==> src/common/nes_debug_pkg.sv <==
package nes_debug_pkg;

  // command bytes, first byte of every frame
  localparam logic [7:0] CMD_READ_MEM    = 8'h01;
  localparam logic [7:0] CMD_WRITE_MEM   = 8'h02;
  localparam logic [7:0] CMD_READ_VALUE  = 8'h03;
  localparam logic [7:0] CMD_WRITE_VALUE = 8'h04;

  // debug value ids
  // bit 0 set releases the NES from reset
  localparam logic [15:0] VALUE_ID_NES_RUN  = 16'd0;
  // bit 0 picks the pool for memory commands
  localparam logic [15:0] VALUE_ID_MEM_POOL = 16'd1;

  // memory pools
  localparam logic POOL_PRG = 1'b0;
  localparam logic POOL_RAM = 1'b1;

  // pool address width
  localparam int ADDR_W_DEFAULT = 10;

  // bus direction levels
  localparam logic RW_READ  = 1'b1;
  localparam logic RW_WRITE = 1'b0;

endpackage

==> src/hdl/debugger_mcu.sv <==
`timescale 1ns/1ps

module debugger_mcu #(
  parameter int ADDR_W = 10
) (
  input  logic              i_clk,
  input  logic              i_rst,
  input  logic              i_nes_en,
  input  logic              i_nes_rw,
  input  logic [15:0]       i_nes_address,
  input  logic [7:0]        i_nes_data,
  input  logic              i_dbg_en,
  input  logic              i_dbg_rw,
  input  logic [15:0]       i_dbg_address,
  input  logic [7:0]        i_dbg_data,
  input  logic [7:0]        i_mem_data,
  output logic [7:0]        o_nes_data,
  output logic              o_dbg_dv,
  output logic [7:0]        o_dbg_data,
  output logic              o_mem_en,
  output logic              o_mem_wea,
  output logic [ADDR_W-1:0] o_mem_address,
  output logic [7:0]        o_mem_data
);

  logic        pend_valid;
  logic        pend_rw;
  logic [15:0] pend_address;
  logic [7:0]  pend_data;

  logic        dbg_go;
  logic        dbg_rw;
  logic [15:0] dbg_address;
  logic [7:0]  dbg_data;

  logic        nes_rd_q;
  logic [7:0]  nes_data_q;

  // debugger only gets cycles where the NES is idle
  assign dbg_go      = (i_dbg_en | pend_valid) & ~i_nes_en;
  assign dbg_rw      = i_dbg_en ? i_dbg_rw : pend_rw;
  assign dbg_address = i_dbg_en ? i_dbg_address : pend_address;
  assign dbg_data    = i_dbg_en ? i_dbg_data : pend_data;

  assign o_mem_en      = i_nes_en | dbg_go;
  assign o_mem_wea     = i_nes_en ? (i_nes_rw == nes_debug_pkg::RW_WRITE)
                                  : (dbg_rw == nes_debug_pkg::RW_WRITE);
  assign o_mem_address = i_nes_en ? i_nes_address[ADDR_W-1:0] : dbg_address[ADDR_W-1:0];
  assign o_mem_data    = i_nes_en ? i_nes_data : dbg_data;

  // read data goes to whoever owned the previous cycle
  assign o_dbg_data = i_mem_data;
  assign o_nes_data = nes_rd_q ? i_mem_data : nes_data_q;

  always_ff @(posedge i_clk)
  begin
    if (i_rst)
    begin
      pend_valid <= 1'b0;
      o_dbg_dv   <= 1'b0;
      nes_rd_q   <= 1'b0;
    end
    else
    begin
      pend_valid <= (i_dbg_en | pend_valid) & i_nes_en;
      o_dbg_dv   <= dbg_go;
      nes_rd_q   <= i_nes_en & (i_nes_rw == nes_debug_pkg::RW_READ);
    end
  end

  always_ff @(posedge i_clk)
  begin
    if (i_dbg_en)
    begin
      pend_rw      <= i_dbg_rw;
      pend_address <= i_dbg_address;
      pend_data    <= i_dbg_data;
    end
    // hold NES data once the memory moves on
    if (nes_rd_q)
      nes_data_q <= i_mem_data;
  end

endmodule

==> config.mk <==
export PLATFORM = sky130hd
export DESIGN_NAME = debugger_mcu
export DESIGN_NICKNAME = d
export VERILOG_FILES = /design/src/common/nes_debug_pkg.sv /design/src/hdl/debugger_mcu.sv
export SDC_FILE = /design/constraint.sdc
export NUM_CORES = 1
export LEC_CHECK = 0
export ABC_AREA = 1
export BUFFER_PORTS_ARGS = -buffer_cell sky130_fd_sc_hd__buf_2
export CAP_MARGIN = 10
export CORE_UTILIZATION = 40
export CTS_CLUSTER_SIZE = 8
export DETAILED_ROUTE_END_ITERATION = 12
export MAX_ROUTING_LAYER = met4
export PLACE_DENSITY_LB_ADDON = 0.12
export SKIP_LAST_GASP = 1
export SYNTH_ARGS = -nofsm -noshare
export SYNTH_HDL_FRONTEND = slang
export SYNTH_SLANG_ARGS = --single-unit
==> constraint.sdc <==
create_clock -name i_clk -period 1.09 [get_ports i_clk]
set_input_delay 0.0545 -clock i_clk [delete_from_list [all_inputs] [get_ports i_clk]]
set_output_delay 0.0545 -clock i_clk [all_outputs]
set_load 0.05 [all_outputs]
==> metrics, run 1 <==
fin crit share=110.8%; DP HPWL=2.262 mm; first-pass GRT wire length=6.030 mm; CTS root buf=clkbuf_8; Clk Latency, worst-skew pair=280 ps; most frequent cells in the layout=58 x buf_2, 48 x nand2_1, 35 x inv_1; max-cap viol count=0; Seq cells post-synth=30; cell area power density=1405 nW/um^2; CP max stage cell=dfxtp_4; Worst Path Max Fanout=8; IO Port Bufs=86; Critical Path Source=nes_rd_q; multiplexer share of the synthesized area=0%; Crit Reg-Reg Startpoint=nes_rd_q; worst path bufs/invs=2; Hold Crit Endpoint=nes_rd_q; CP Data Required Time=1040 ps; grt ovf=0; Max Root-Sink Buffers=2; leakage dissipation=1.455 nW; main combinational cell family by area after synthesis=simple AND/OR/NAND/NOR gates; vias per inst=4.417; Residual DRC=0; Final TNS setup=-819.3 ps; Total Power=3.681 mW; Critical Path Start Type=flip-flop; number of fill cells=256; initial antenna violation count=0; HP Start=i_nes_rw; Post-Synth Adder-Cell Area=0%; Peak Freq=828.4 MHz; Seq/Total Area, Yosys=40.71%; Hold Path Depth=3; dominant cells by area after synthesis=dfxtp_1 41%, nand2_1 22%, inv_1 11%; final hold slack=20.12 ps; sw frac=36.61%; remaining antenna violation count=0; Iteration-0 DRC Markers=46; Post-Synth Simple-Gate Area=37.23%; sequential power share=34.4%; # diodes=0; Yosys top cell area share=40.71%; max_slew headroom=63.34%; CTS clk-pin slew, worst paths=60 ps; Final GP Congestion=0.7611; Initial Util=42.86%; vias in the first global route=1435; reg2reg path depth=5; vias post-DR=1630; failing checks=negative setup slack; io pins=99; worst setup path category=reg2out; RR Endpoint=nes_data_q[1]; Crit. End Element=output pin; unrepaired setup endpoints after global routing=true; cell count after synthesis=228; Sink Count=30; Switch Pwr=1.348 mW; Yosys top cell by area=dfxtp_1; library cells used by synthesis=12; crit-path max cell delay=380 ps; Die Ht=62.73 um; Final Max Slew Viols=0; TritonCTS clock tree=yes; num rows=21; GR Util All Layers=20.41%; Initial DRT Pass Iterations=4; share of cells above drive strength 1=60.37%; Final min period=1207 ps; fin util=76.12%; final hold violations=0; status=finished, violations left; Internal Power=2.333 mW; CTS buffer count=5; crit-path cells=buf_4 > o21ai_4 > buf_6; Worst Path Arrival=1150 ps; Syn Area/Cell=6.470 sq um; DRT Wirelength=3.867 mm; Yosys Warn Count=0; xor/xnor share of the synthesized area=0%; Top delay family on crit path=flip-flops; final setup violation count=8; die span in x=62.73 um; Slew @ Worst Pin=549.2 ps; Reg2Reg Setup Slack=80 ps; Clk pwr share=24.7%; commonest non-fill, non-tap cell in the layout=buf_2; largest net degree at the start of global routing=23; Layout Nets=384; Wirelength per Cell=10.48 um; hold crit path type=in2reg; placed cells=348; post-route insts no fill=369; Area Overhead vs Synth=77.61%; Worst Clk Skew=0.8037 ps; core footprint=3442 sq um; Peak VDD IR=743.6 uV; Syn Nets=290; Final WS setup=-117.2 ps; H-tree depth=2; mapped cell area=1475 sq um; die area=3935 sq um; compound-cell area share of the yosys netlist=2.714%; Combinational Power Share=40.9%
[metal layers]
layer | GRT usage [%] | up-vias | wire [um]
met1 | 22.82 | 720 | 1624
met2 | 33.70 | 58 | 1961
met5 | - | - | 0
met4 | 11.34 | 0 | 79
met3 | 4.380 | 8 | 202
li1 | - | 844 | -
[synth_stat cells, drive strengths merged]
master and count:
o21ai 8, and2 18, buf 16, nor3 3, nand2 86, nor2 1, nand3 19, inv 47
dfxtp 30
[flip-flops by register name, indices dropped and copies added, names as in the netlist]
| signal | flops |
|---|---|
| nes_data_q | 8 |
| pend_data | 8 |
| pend_address | 10 |
| nes_rd_q | 1 |
| o_dbg_dv | 1 |
| pend_valid | 1 |
| pend_rw | 1 |
[kinds of logic (layout without fill, tap and decap cells)]
| kind of cell | Yosys count | count (layout) |
|---|---|---|
| buf+inv | 63 | 158 |
| simple gates | 127 | 127 |
| compound gates | 8 | 8 |
| flops | 30 | 30 |
[worst max-delay path by stage]
stage / to / slack [ps] / cells past startpoint
detailed placement: o_nes_data[5] / -3 / 3
finish: o_nes_data[4] / -120 / 3
global placement: o_mem_address[6] / 4 / 6
CTS: o_nes_data[2] / -120 / 4
floorplan: nes_data_q[0] / 10 / 3
global route: o_nes_data[1] / -170 / 4
[cell type report]
type                       count  area [sq um]  share of cell area [%]
clock buffer                   7         86.33                   3.295
clock inverter                 1         5.005                  0.1910
inverter                      47         178.9                   6.829
multi-input combinational    135         862.1                   32.90
sequential                    30         618.1                   23.59
tap                           46         57.56                   2.197
timing repair buffer         103         812.0                   30.99
[metrics by stage]
| step | setup slack [ps] | area [sq um] |
|---|---|---|
| after CTS | -123.4 | 2256 |
| after detailed placement | -2.736 | 1943 |
| after global routing | -166.9 | 2620 |
| final | -117.2 | 2620 |
| after floorplan | 10.62 | 1524 |
| after global placement | 4.450 | 1943 |
[worst reg2reg max path, delay by kind of cell (launching register included)]
| family | cells | cell delay, ps |
|---|---|---|
| compound gates | 1 | 60 |
| buf+inv | 3 | 410 |
| flops | 1 | 380 |
| simple gates | 1 | 60 |
[power groups by stage]
stage                     Sequential (mW)  Combinational (mW)  Clock [mW]
after global routing                 1.28                1.60       0.988
after global placement               1.27                1.06           0
after floorplan                      1.28               0.829           0
after detailed placement             1.28                1.07           0
after CTS                            1.25                1.28       0.930
final                                1.26                1.51       0.910
[repair_timing]
item / in CTS / in global routing
hold endpoints to repair: 4 / 0
setup endpoints to repair: 28 / 28
pin swaps: 3 / 25
buffers inserted: 8 / 3
hold buffers: 2 / 0
resized for setup: 48 / 112
Note: power is estimated with default switching activity, not from simulation.
==> run 2, diff against run 1 <==
CTS_BUF_LIST = sky130_fd_sc_hd__clkbuf_8   (was not set)
GPL_ROUTABILITY_DRIVEN = 0   (was not set)
==> run 2 against run 1 <==
  * The flow still finishes with violations (negative setup slack)
  * Critical endpoint unchanged
  * Wire length barely moved
  * Total power fell by 0.20%
  * Critical path type unchanged
  * Sequential share of layout area unchanged
  * Final area is the same
  * Utilization is the same
==> metrics, run 2 (same netlist as run 1, synthesis figures left out) <==
reg2reg path depth=5 (unchanged); leakage dissipation=1.459 nW (was 1.455 nW); largest net degree at the start of global routing=23 (unchanged); share of cells above drive strength 1=60.37% (unchanged); post-route insts no fill=369 (unchanged); failing checks=negative setup slack (unchanged); grt ovf=0 (unchanged); Worst Path Arrival=1150 ps (about the same); max reg flops=10 (unchanged); pre-CTS setup slack=-2.736 ps (unchanged); vias in the first global route=1436 (was 1435); Peak VDD IR=743.6 uV (about the same); DRT Wirelength=3.868 mm (was 3.867 mm); TritonCTS clock tree=yes (unchanged); Final Max Slew Viols=0 (unchanged); CTS buffer count=5 (unchanged); core footprint=3442 sq um (unchanged); Sink Count=30 (unchanged); Final WS setup=-117.5 ps (was -117.2 ps); DP HPWL=2.262 mm (unchanged); Wirelength per Cell=10.48 um (about the same); io pins=99 (unchanged); Worst Clk Skew=0.8037 ps (unchanged); fin crit share=110.8% (about the same); commonest non-fill, non-tap cell in the layout=buf_2 (unchanged); Crit. End Element=output pin (unchanged); IO Port Bufs=86 (unchanged); worst setup path category=reg2out (unchanged); top flop regs=pend_address (10), nes_data_q (8), pend_data (8) (unchanged); vias per inst=4.423 (was 4.417); cell area power density=1402 nW/um^2 (was 1405 nW/um^2); initial antenna violation count=0 (unchanged); fin area=2620 sq um (unchanged); Max Root-Sink Buffers=2 (unchanged); Slew @ Worst Pin=548.1 ps (was 549.2 ps); Critical Path Start Type=flip-flop (unchanged); status=finished, violations left (unchanged); remaining antenna violation count=0 (unchanged); Residual DRC=0 (unchanged); Hold Path Depth=3 (unchanged); CP Data Required Time=1040 ps (about the same); die area=3935 sq um (unchanged); H-tree depth=2 (unchanged); HP Start=i_nes_rw (unchanged); placed cells=348 (unchanged); Crit Reg-Reg Startpoint=nes_rd_q (unchanged); Peak Freq=828.2 MHz (was 828.4 MHz); most frequent cells in the layout=58 x buf_2, 48 x nand2_1, 36 x inv_1 (was 58 x buf_2, 48 x nand2_1, 35 x inv_1); Iteration-0 DRC Markers=43 (was 46); # diodes=0 (unchanged); Largest Register=pend_address (unchanged); fin util=76.12% (unchanged); Critical Path Source=nes_rd_q (unchanged); first-pass GRT wire length=6.030 mm (unchanged); Placed Area=1943 sq um (unchanged); num rows=21 (unchanged); Final min period=1208 ps (was 1207 ps); GR Util All Layers=20.41% (unchanged); Worst Path Max Fanout=8 (unchanged); die span in x=62.73 um (unchanged); CTS root buf=clkbuf_8 (unchanged); Initial Util=42.86% (unchanged); final hold violations=0 (unchanged); hold crit path type=in2reg (unchanged); Reg2Reg Setup Slack=80 ps (about the same); Die Ht=62.73 um (unchanged); max_slew headroom=63.40% (was 63.34%); vias post-DR=1632 (was 1630); Area Overhead vs Synth=77.61% (unchanged); max-cap viol count=0 (unchanged); CTS clk-pin slew, worst paths=60 ps (about the same); number of fill cells=256 (unchanged); Clk Latency, worst-skew pair=280 ps (about the same); unrepaired setup endpoints after global routing=true (unchanged); Layout Nets=384 (unchanged); Initial DRT Pass Iterations=4 (unchanged); final setup violation count=8 (unchanged)
## run 2: cell count changes in the layout (fill, tap and decap cells not counted), sizes merged
cell and change:
clkbuf -1, inv +1
## run 2: area by class of cell
cell class | instances | area (sq um) | area share, %
clock buffer | 6 | 82.58 | 3.152
clock inverter | 2 | 8.758 | 0.3343
sequential | 30 | 618.1 | 23.59
tap | 46 | 57.56 | 2.197
multi-input combinational | 135 | 862.1 | 32.90
timing repair buffer | 103 | 812.0 | 30.99
inverter | 47 | 178.9 | 6.829
## run 2: power by group
| group | total [mW] | switching (mW) | internal (mW) |
|---|---|---|---|
| logic | 1.51 | 0.907 | 0.599 |
| registers | 1.26 | 0.0391 | 1.23 |
| clock network | 0.903 | 0.404 | 0.499 |
## run 2: routing by layer
layer / track usage [%] / vias up / share of wire (%)
li1: - / 843 / -
met1: 22.82 / 723 / 42
met2: 33.70 / 58 / 51
met3: 4.380 / 8 / 5.2
met4: 11.34 / 0 / 2.0
met5: - / - / 0
## run 2: timing repair
| action | 4_1_cts | 5_1_grt |
|---|---|---|
| hold buffers | 2 | 0 |
| endpoints found under the hold margin | 4 | 0 |
| resized for setup | 48 | 112 |
| buffers inserted | 8 | 3 |
| endpoints found under the setup margin | 28 | 28 |
| pin swaps | 3 | 25 |
## run 2: path summary, 6_finish.rpt
path	end
hold / removal	nes_rd_q
setup / recovery	o_nes_data[4]
hold reg to reg	pend_rw
setup reg to reg	nes_data_q[1]
## run 2: stage by stage
stage | hold WS (ps) | TNS, ps | total power [mW]
final | 19.50 | -822.0 | 3.674
after global placement | 252.0 | 0 | 2.337
after global routing | 18.01 | -1780 | 3.855
after CTS | 14.77 | -927.5 | 3.452
after detailed placement | 251.4 | -2.736 | 2.350
after floorplan | 124.6 | 0 | 2.104
## run 2: worst max-delay path, cell delays in order (launching register included)
cell     delay, ps
dfxtp_4        380
buf_4          160
o21ai_4        160
buf_6          170
==> run 3, diff against run 2 <==
ABC_AREA = 0   (was 1)
==> run 3 against run 2 <==
  * The flow still finishes with violations (negative setup slack)
  * Final cell count is 38% lower
  * Largest cell class is now buffers
  * Final area is 18% lower
  * Critical path depth is the same
  * Setup slack lost 130 ps
  * Sequential power about the same
  * Fmax is 9.4% lower
  * Non-clock buffer count shrank 9
  * Sequential share of layout area increased by 4.6 points
  * Sequential cell count unchanged
  * Global-route usage shrank 1.3 points
==> metrics, run 3 <==
status=finished, violations left (unchanged); failing checks=negative setup slack (unchanged); vias post-DR=1038 (was 1632); main combinational cell family by area after synthesis=multiplexers (was simple AND/OR/NAND/NOR gates); cell count after synthesis=94 (was 228); Max Root-Sink Buffers=2 (unchanged); Synth top cells by count=30 x dfxtp_1, 28 x mux2_2, 17 x mux2_4, 8 x buf_4, 3 x buf_2 (was 86 x nand2_1, 45 x inv_1, 30 x dfxtp_1, 19 x nand3_1, 18 x and2_1); # diodes=0 (unchanged); Initial Util=42.56% (was 42.86%); fin area=2138 sq um (was 2620 sq um); Worst Clk Skew=0.5846 ps (was 0.8037 ps); placed cells=215 (was 348); Sink Count=30 (unchanged); max_slew headroom=65.83% (was 63.40%); Seq cells post-synth=30 (unchanged); max-cap viol count=0 (unchanged); dominant cells by area after synthesis=dfxtp_1 46%, mux2_2 24%, mux2_4 19% (was dfxtp_1 41%, nand2_1 22%, inv_1 11%); CTS clk-pin slew, worst paths=60 ps (about the same); unrepaired setup endpoints after global routing=true (unchanged); CP Data Required Time=1040 ps (about the same); Reg2Reg Setup Slack=-40 ps (was 80 ps); Peak VDD IR=807.5 uV (was 743.6 uV); Slew @ Worst Pin=512.5 ps (was 548.1 ps); GR Util All Layers=19.10% (was 20.41%); Final Max Slew Viols=0 (unchanged); reg2reg path depth=4 (was 5); share of cells above drive strength 1=80.33% (was 60.37%); IO Port Bufs=86 (unchanged); final hold violations=0 (unchanged); Wirelength per Cell=13.15 um (was 10.48 um); Die Ht=59.23 um (was 62.73 um); CTS root buf=clkbuf_8 (unchanged); post-route insts no fill=227 (was 369); Placed Area=1778 sq um (was 1943 sq um); Seq/Total Area, Yosys=45.85% (was 40.71%); DP HPWL=2.075 mm (was 2.262 mm); Final min period=1333 ps (was 1208 ps); mapped cell area=1310 sq um (was 1475 sq um); core footprint=3078 sq um (was 3442 sq um); die span in x=59.23 um (was 62.73 um); Initial DRT Pass Iterations=4 (unchanged); Crit Reg-Reg Startpoint=nes_rd_q (unchanged); HP Start=i_dbg_data[5] (was i_nes_rw); H-tree depth=2 (unchanged); fin crit share=122.3% (was 110.8%); Crit. End Element=output pin (unchanged); grt ovf=0 (unchanged); Post-Synth Simple-Gate Area=2.388% (was 37.23%); io pins=99 (unchanged); Post-Synth Adder-Cell Area=0% (unchanged); Clk Latency, worst-skew pair=270 ps (was 280 ps); Final WS setup=-243.4 ps (was -117.5 ps); CTS buffer count=5 (unchanged); final setup violation count=29 (was 8); multiplexer share of the synthesized area=44.32% (was 0%); first-pass GRT wire length=4.671 mm (was 6.030 mm); remaining antenna violation count=0 (unchanged); pre-CTS setup slack=-115.8 ps (was -2.736 ps); Yosys top cell by area=dfxtp_1 (unchanged); max reg flops=10 (unchanged); num rows=20 (was 21); compound-cell area share of the yosys netlist=0% (was 2.714%); top flop regs=pend_address (10), nes_data_q (8), pend_data (8) (unchanged); register area=601.8 sq um (was 618.1 sq um); TritonCTS clock tree=yes (unchanged); Yosys Warn Count=0 (unchanged); most frequent cells in the layout=58 x buf_2, 29 x dfxtp_1, 25 x mux2_4 (was 58 x buf_2, 48 x nand2_1, 36 x inv_1); Residual DRC=0 (unchanged); Area Overhead vs Synth=63.23% (was 77.61%); Iteration-0 DRC Markers=16 (was 43); Critical Path Source=pend_address[8] (was nes_rd_q); crit path to=o_mem_address[8] (was o_nes_data[4]); top_reg_cell synth=dfxtp_1 (unchanged); library cells used by synthesis=12 (unchanged); initial antenna violation count=0 (unchanged); largest net degree at the start of global routing=22 (was 23); commonest non-fill, non-tap cell in the layout=buf_2 (unchanged); Total Power=3.606 mW (was 3.674 mW); cell area power density=1687 nW/um^2 (was 1402 nW/um^2); DRT Wirelength=2.985 mm (was 3.868 mm); EDFF count, synth=0 (unchanged); die area=3508 sq um (was 3935 sq um); xor/xnor share of the synthesized area=0% (unchanged); vias in the first global route=1060 (was 1436); count leader, synth=dfxtp_1 (was nand2_1); Syn Nets=156 (was 290); area of the multi-input gates=654.4 sq um (was 862.1 sq um); Syn Area/Cell=13.94 sq um (was 6.470 sq um); leakage dissipation=1.059 nW (was 1.459 nW); RR Endpoint=nes_data_q[4] (was nes_data_q[1]); Peak Freq=750.0 MHz (was 828.2 MHz); Layout Nets=244 (was 384); hold crit path type=in2reg (unchanged); Worst Path Arrival=1280 ps (was 1150 ps); Yosys top cell area share=45.85% (was 40.71%); Critical Path Start Type=flip-flop (unchanged); vias per inst=4.573 (was 4.423); Largest Register=pend_address (unchanged); ys async rst share=0% (unchanged); number of fill cells=253 (was 256); Final TNS setup=-5735 ps (was -822.0 ps); Worst Path Max Fanout=2 (was 8); worst setup path category=reg2out (unchanged)
## run 3: changes by cell type after synthesis, sizes merged, moves of 2 or more
| cell | delta |
|---|---|
| mux2 | +45 |
| buf | -3 |
| nand2 | -86 |
| and2 | -18 |
| o21ai | -8 |
| inv | -47 |
| nor3 | -2 |
| nand3 | -19 |
## run 3: worst min path at each step
| stage | to | slack (ps) | depth (start not counted) |
|---|---|---|---|
| after floorplan | pend_valid | 130 | 1 |
| after detailed placement | o_dbg_dv | 260 | 2 |
| final | pend_data[5] | 20 | 2 |
| after global placement | pend_valid | 240 | 2 |
| after CTS | pend_data[5] | 6 | 2 |
| after global routing | pend_data[2] | 10 | 2 |
## run 3: per-layer routing
layer	global-route usage (%)	routed length [um]
met4	9.184	40
met5	-	0
met3	6.332	241
met2	33.55	1619
met1	18.78	1083
## run 3: critical path, cell delays in order, from the launching register on
cell and delay, ps:
dfxtp_1 310, mux2_4 270, mux2_2 270, buf_6 150
## run 3: per-stage QoR
| stage | utilization (%) | hold WS (ps) |
|---|---|---|
| floorplan | - | 130.6 |
| global route | 69.47 | 9.982 |
| detailed placement | 57.76 | 256.4 |
| CTS | 69.23 | 5.706 |
| global placement | 57.76 | 242.2 |
| finish | 69.47 | 20.82 |
## run 3: power breakdown
part           internal, mW  switching, mW  leakage [nW]
clock network         0.498          0.381        0.0524
logic                 0.662          0.789         0.754
registers              1.24         0.0407         0.253
total                  2.40           1.21          1.06
## run 3: logic make-up after synthesis
| group | Yosys count |
|---|---|
| muxes | 46 |
| DFF | 30 |
| buffers and inverters | 13 |
| and+or+nand+nor | 5 |
## run 3: repair_timing
action,CTS,global route
hold buffers,1,0
endpoints found under the hold margin,2,0
gates resized for setup,73,0
pin swaps,1,0
setup endpoints to repair,28,28
setup buffers,2,1
## run 3: area by class of cell
cell class | count | area share, %
Timing Repair Buffer | 94 | 34.41
Multi-Input combinational cell | 51 | 30.60
Sequential cell | 30 | 28.15
Clock buffer | 6 | 3.862
Tap cell | 44 | 2.575
Clock inverter | 2 | 0.4096
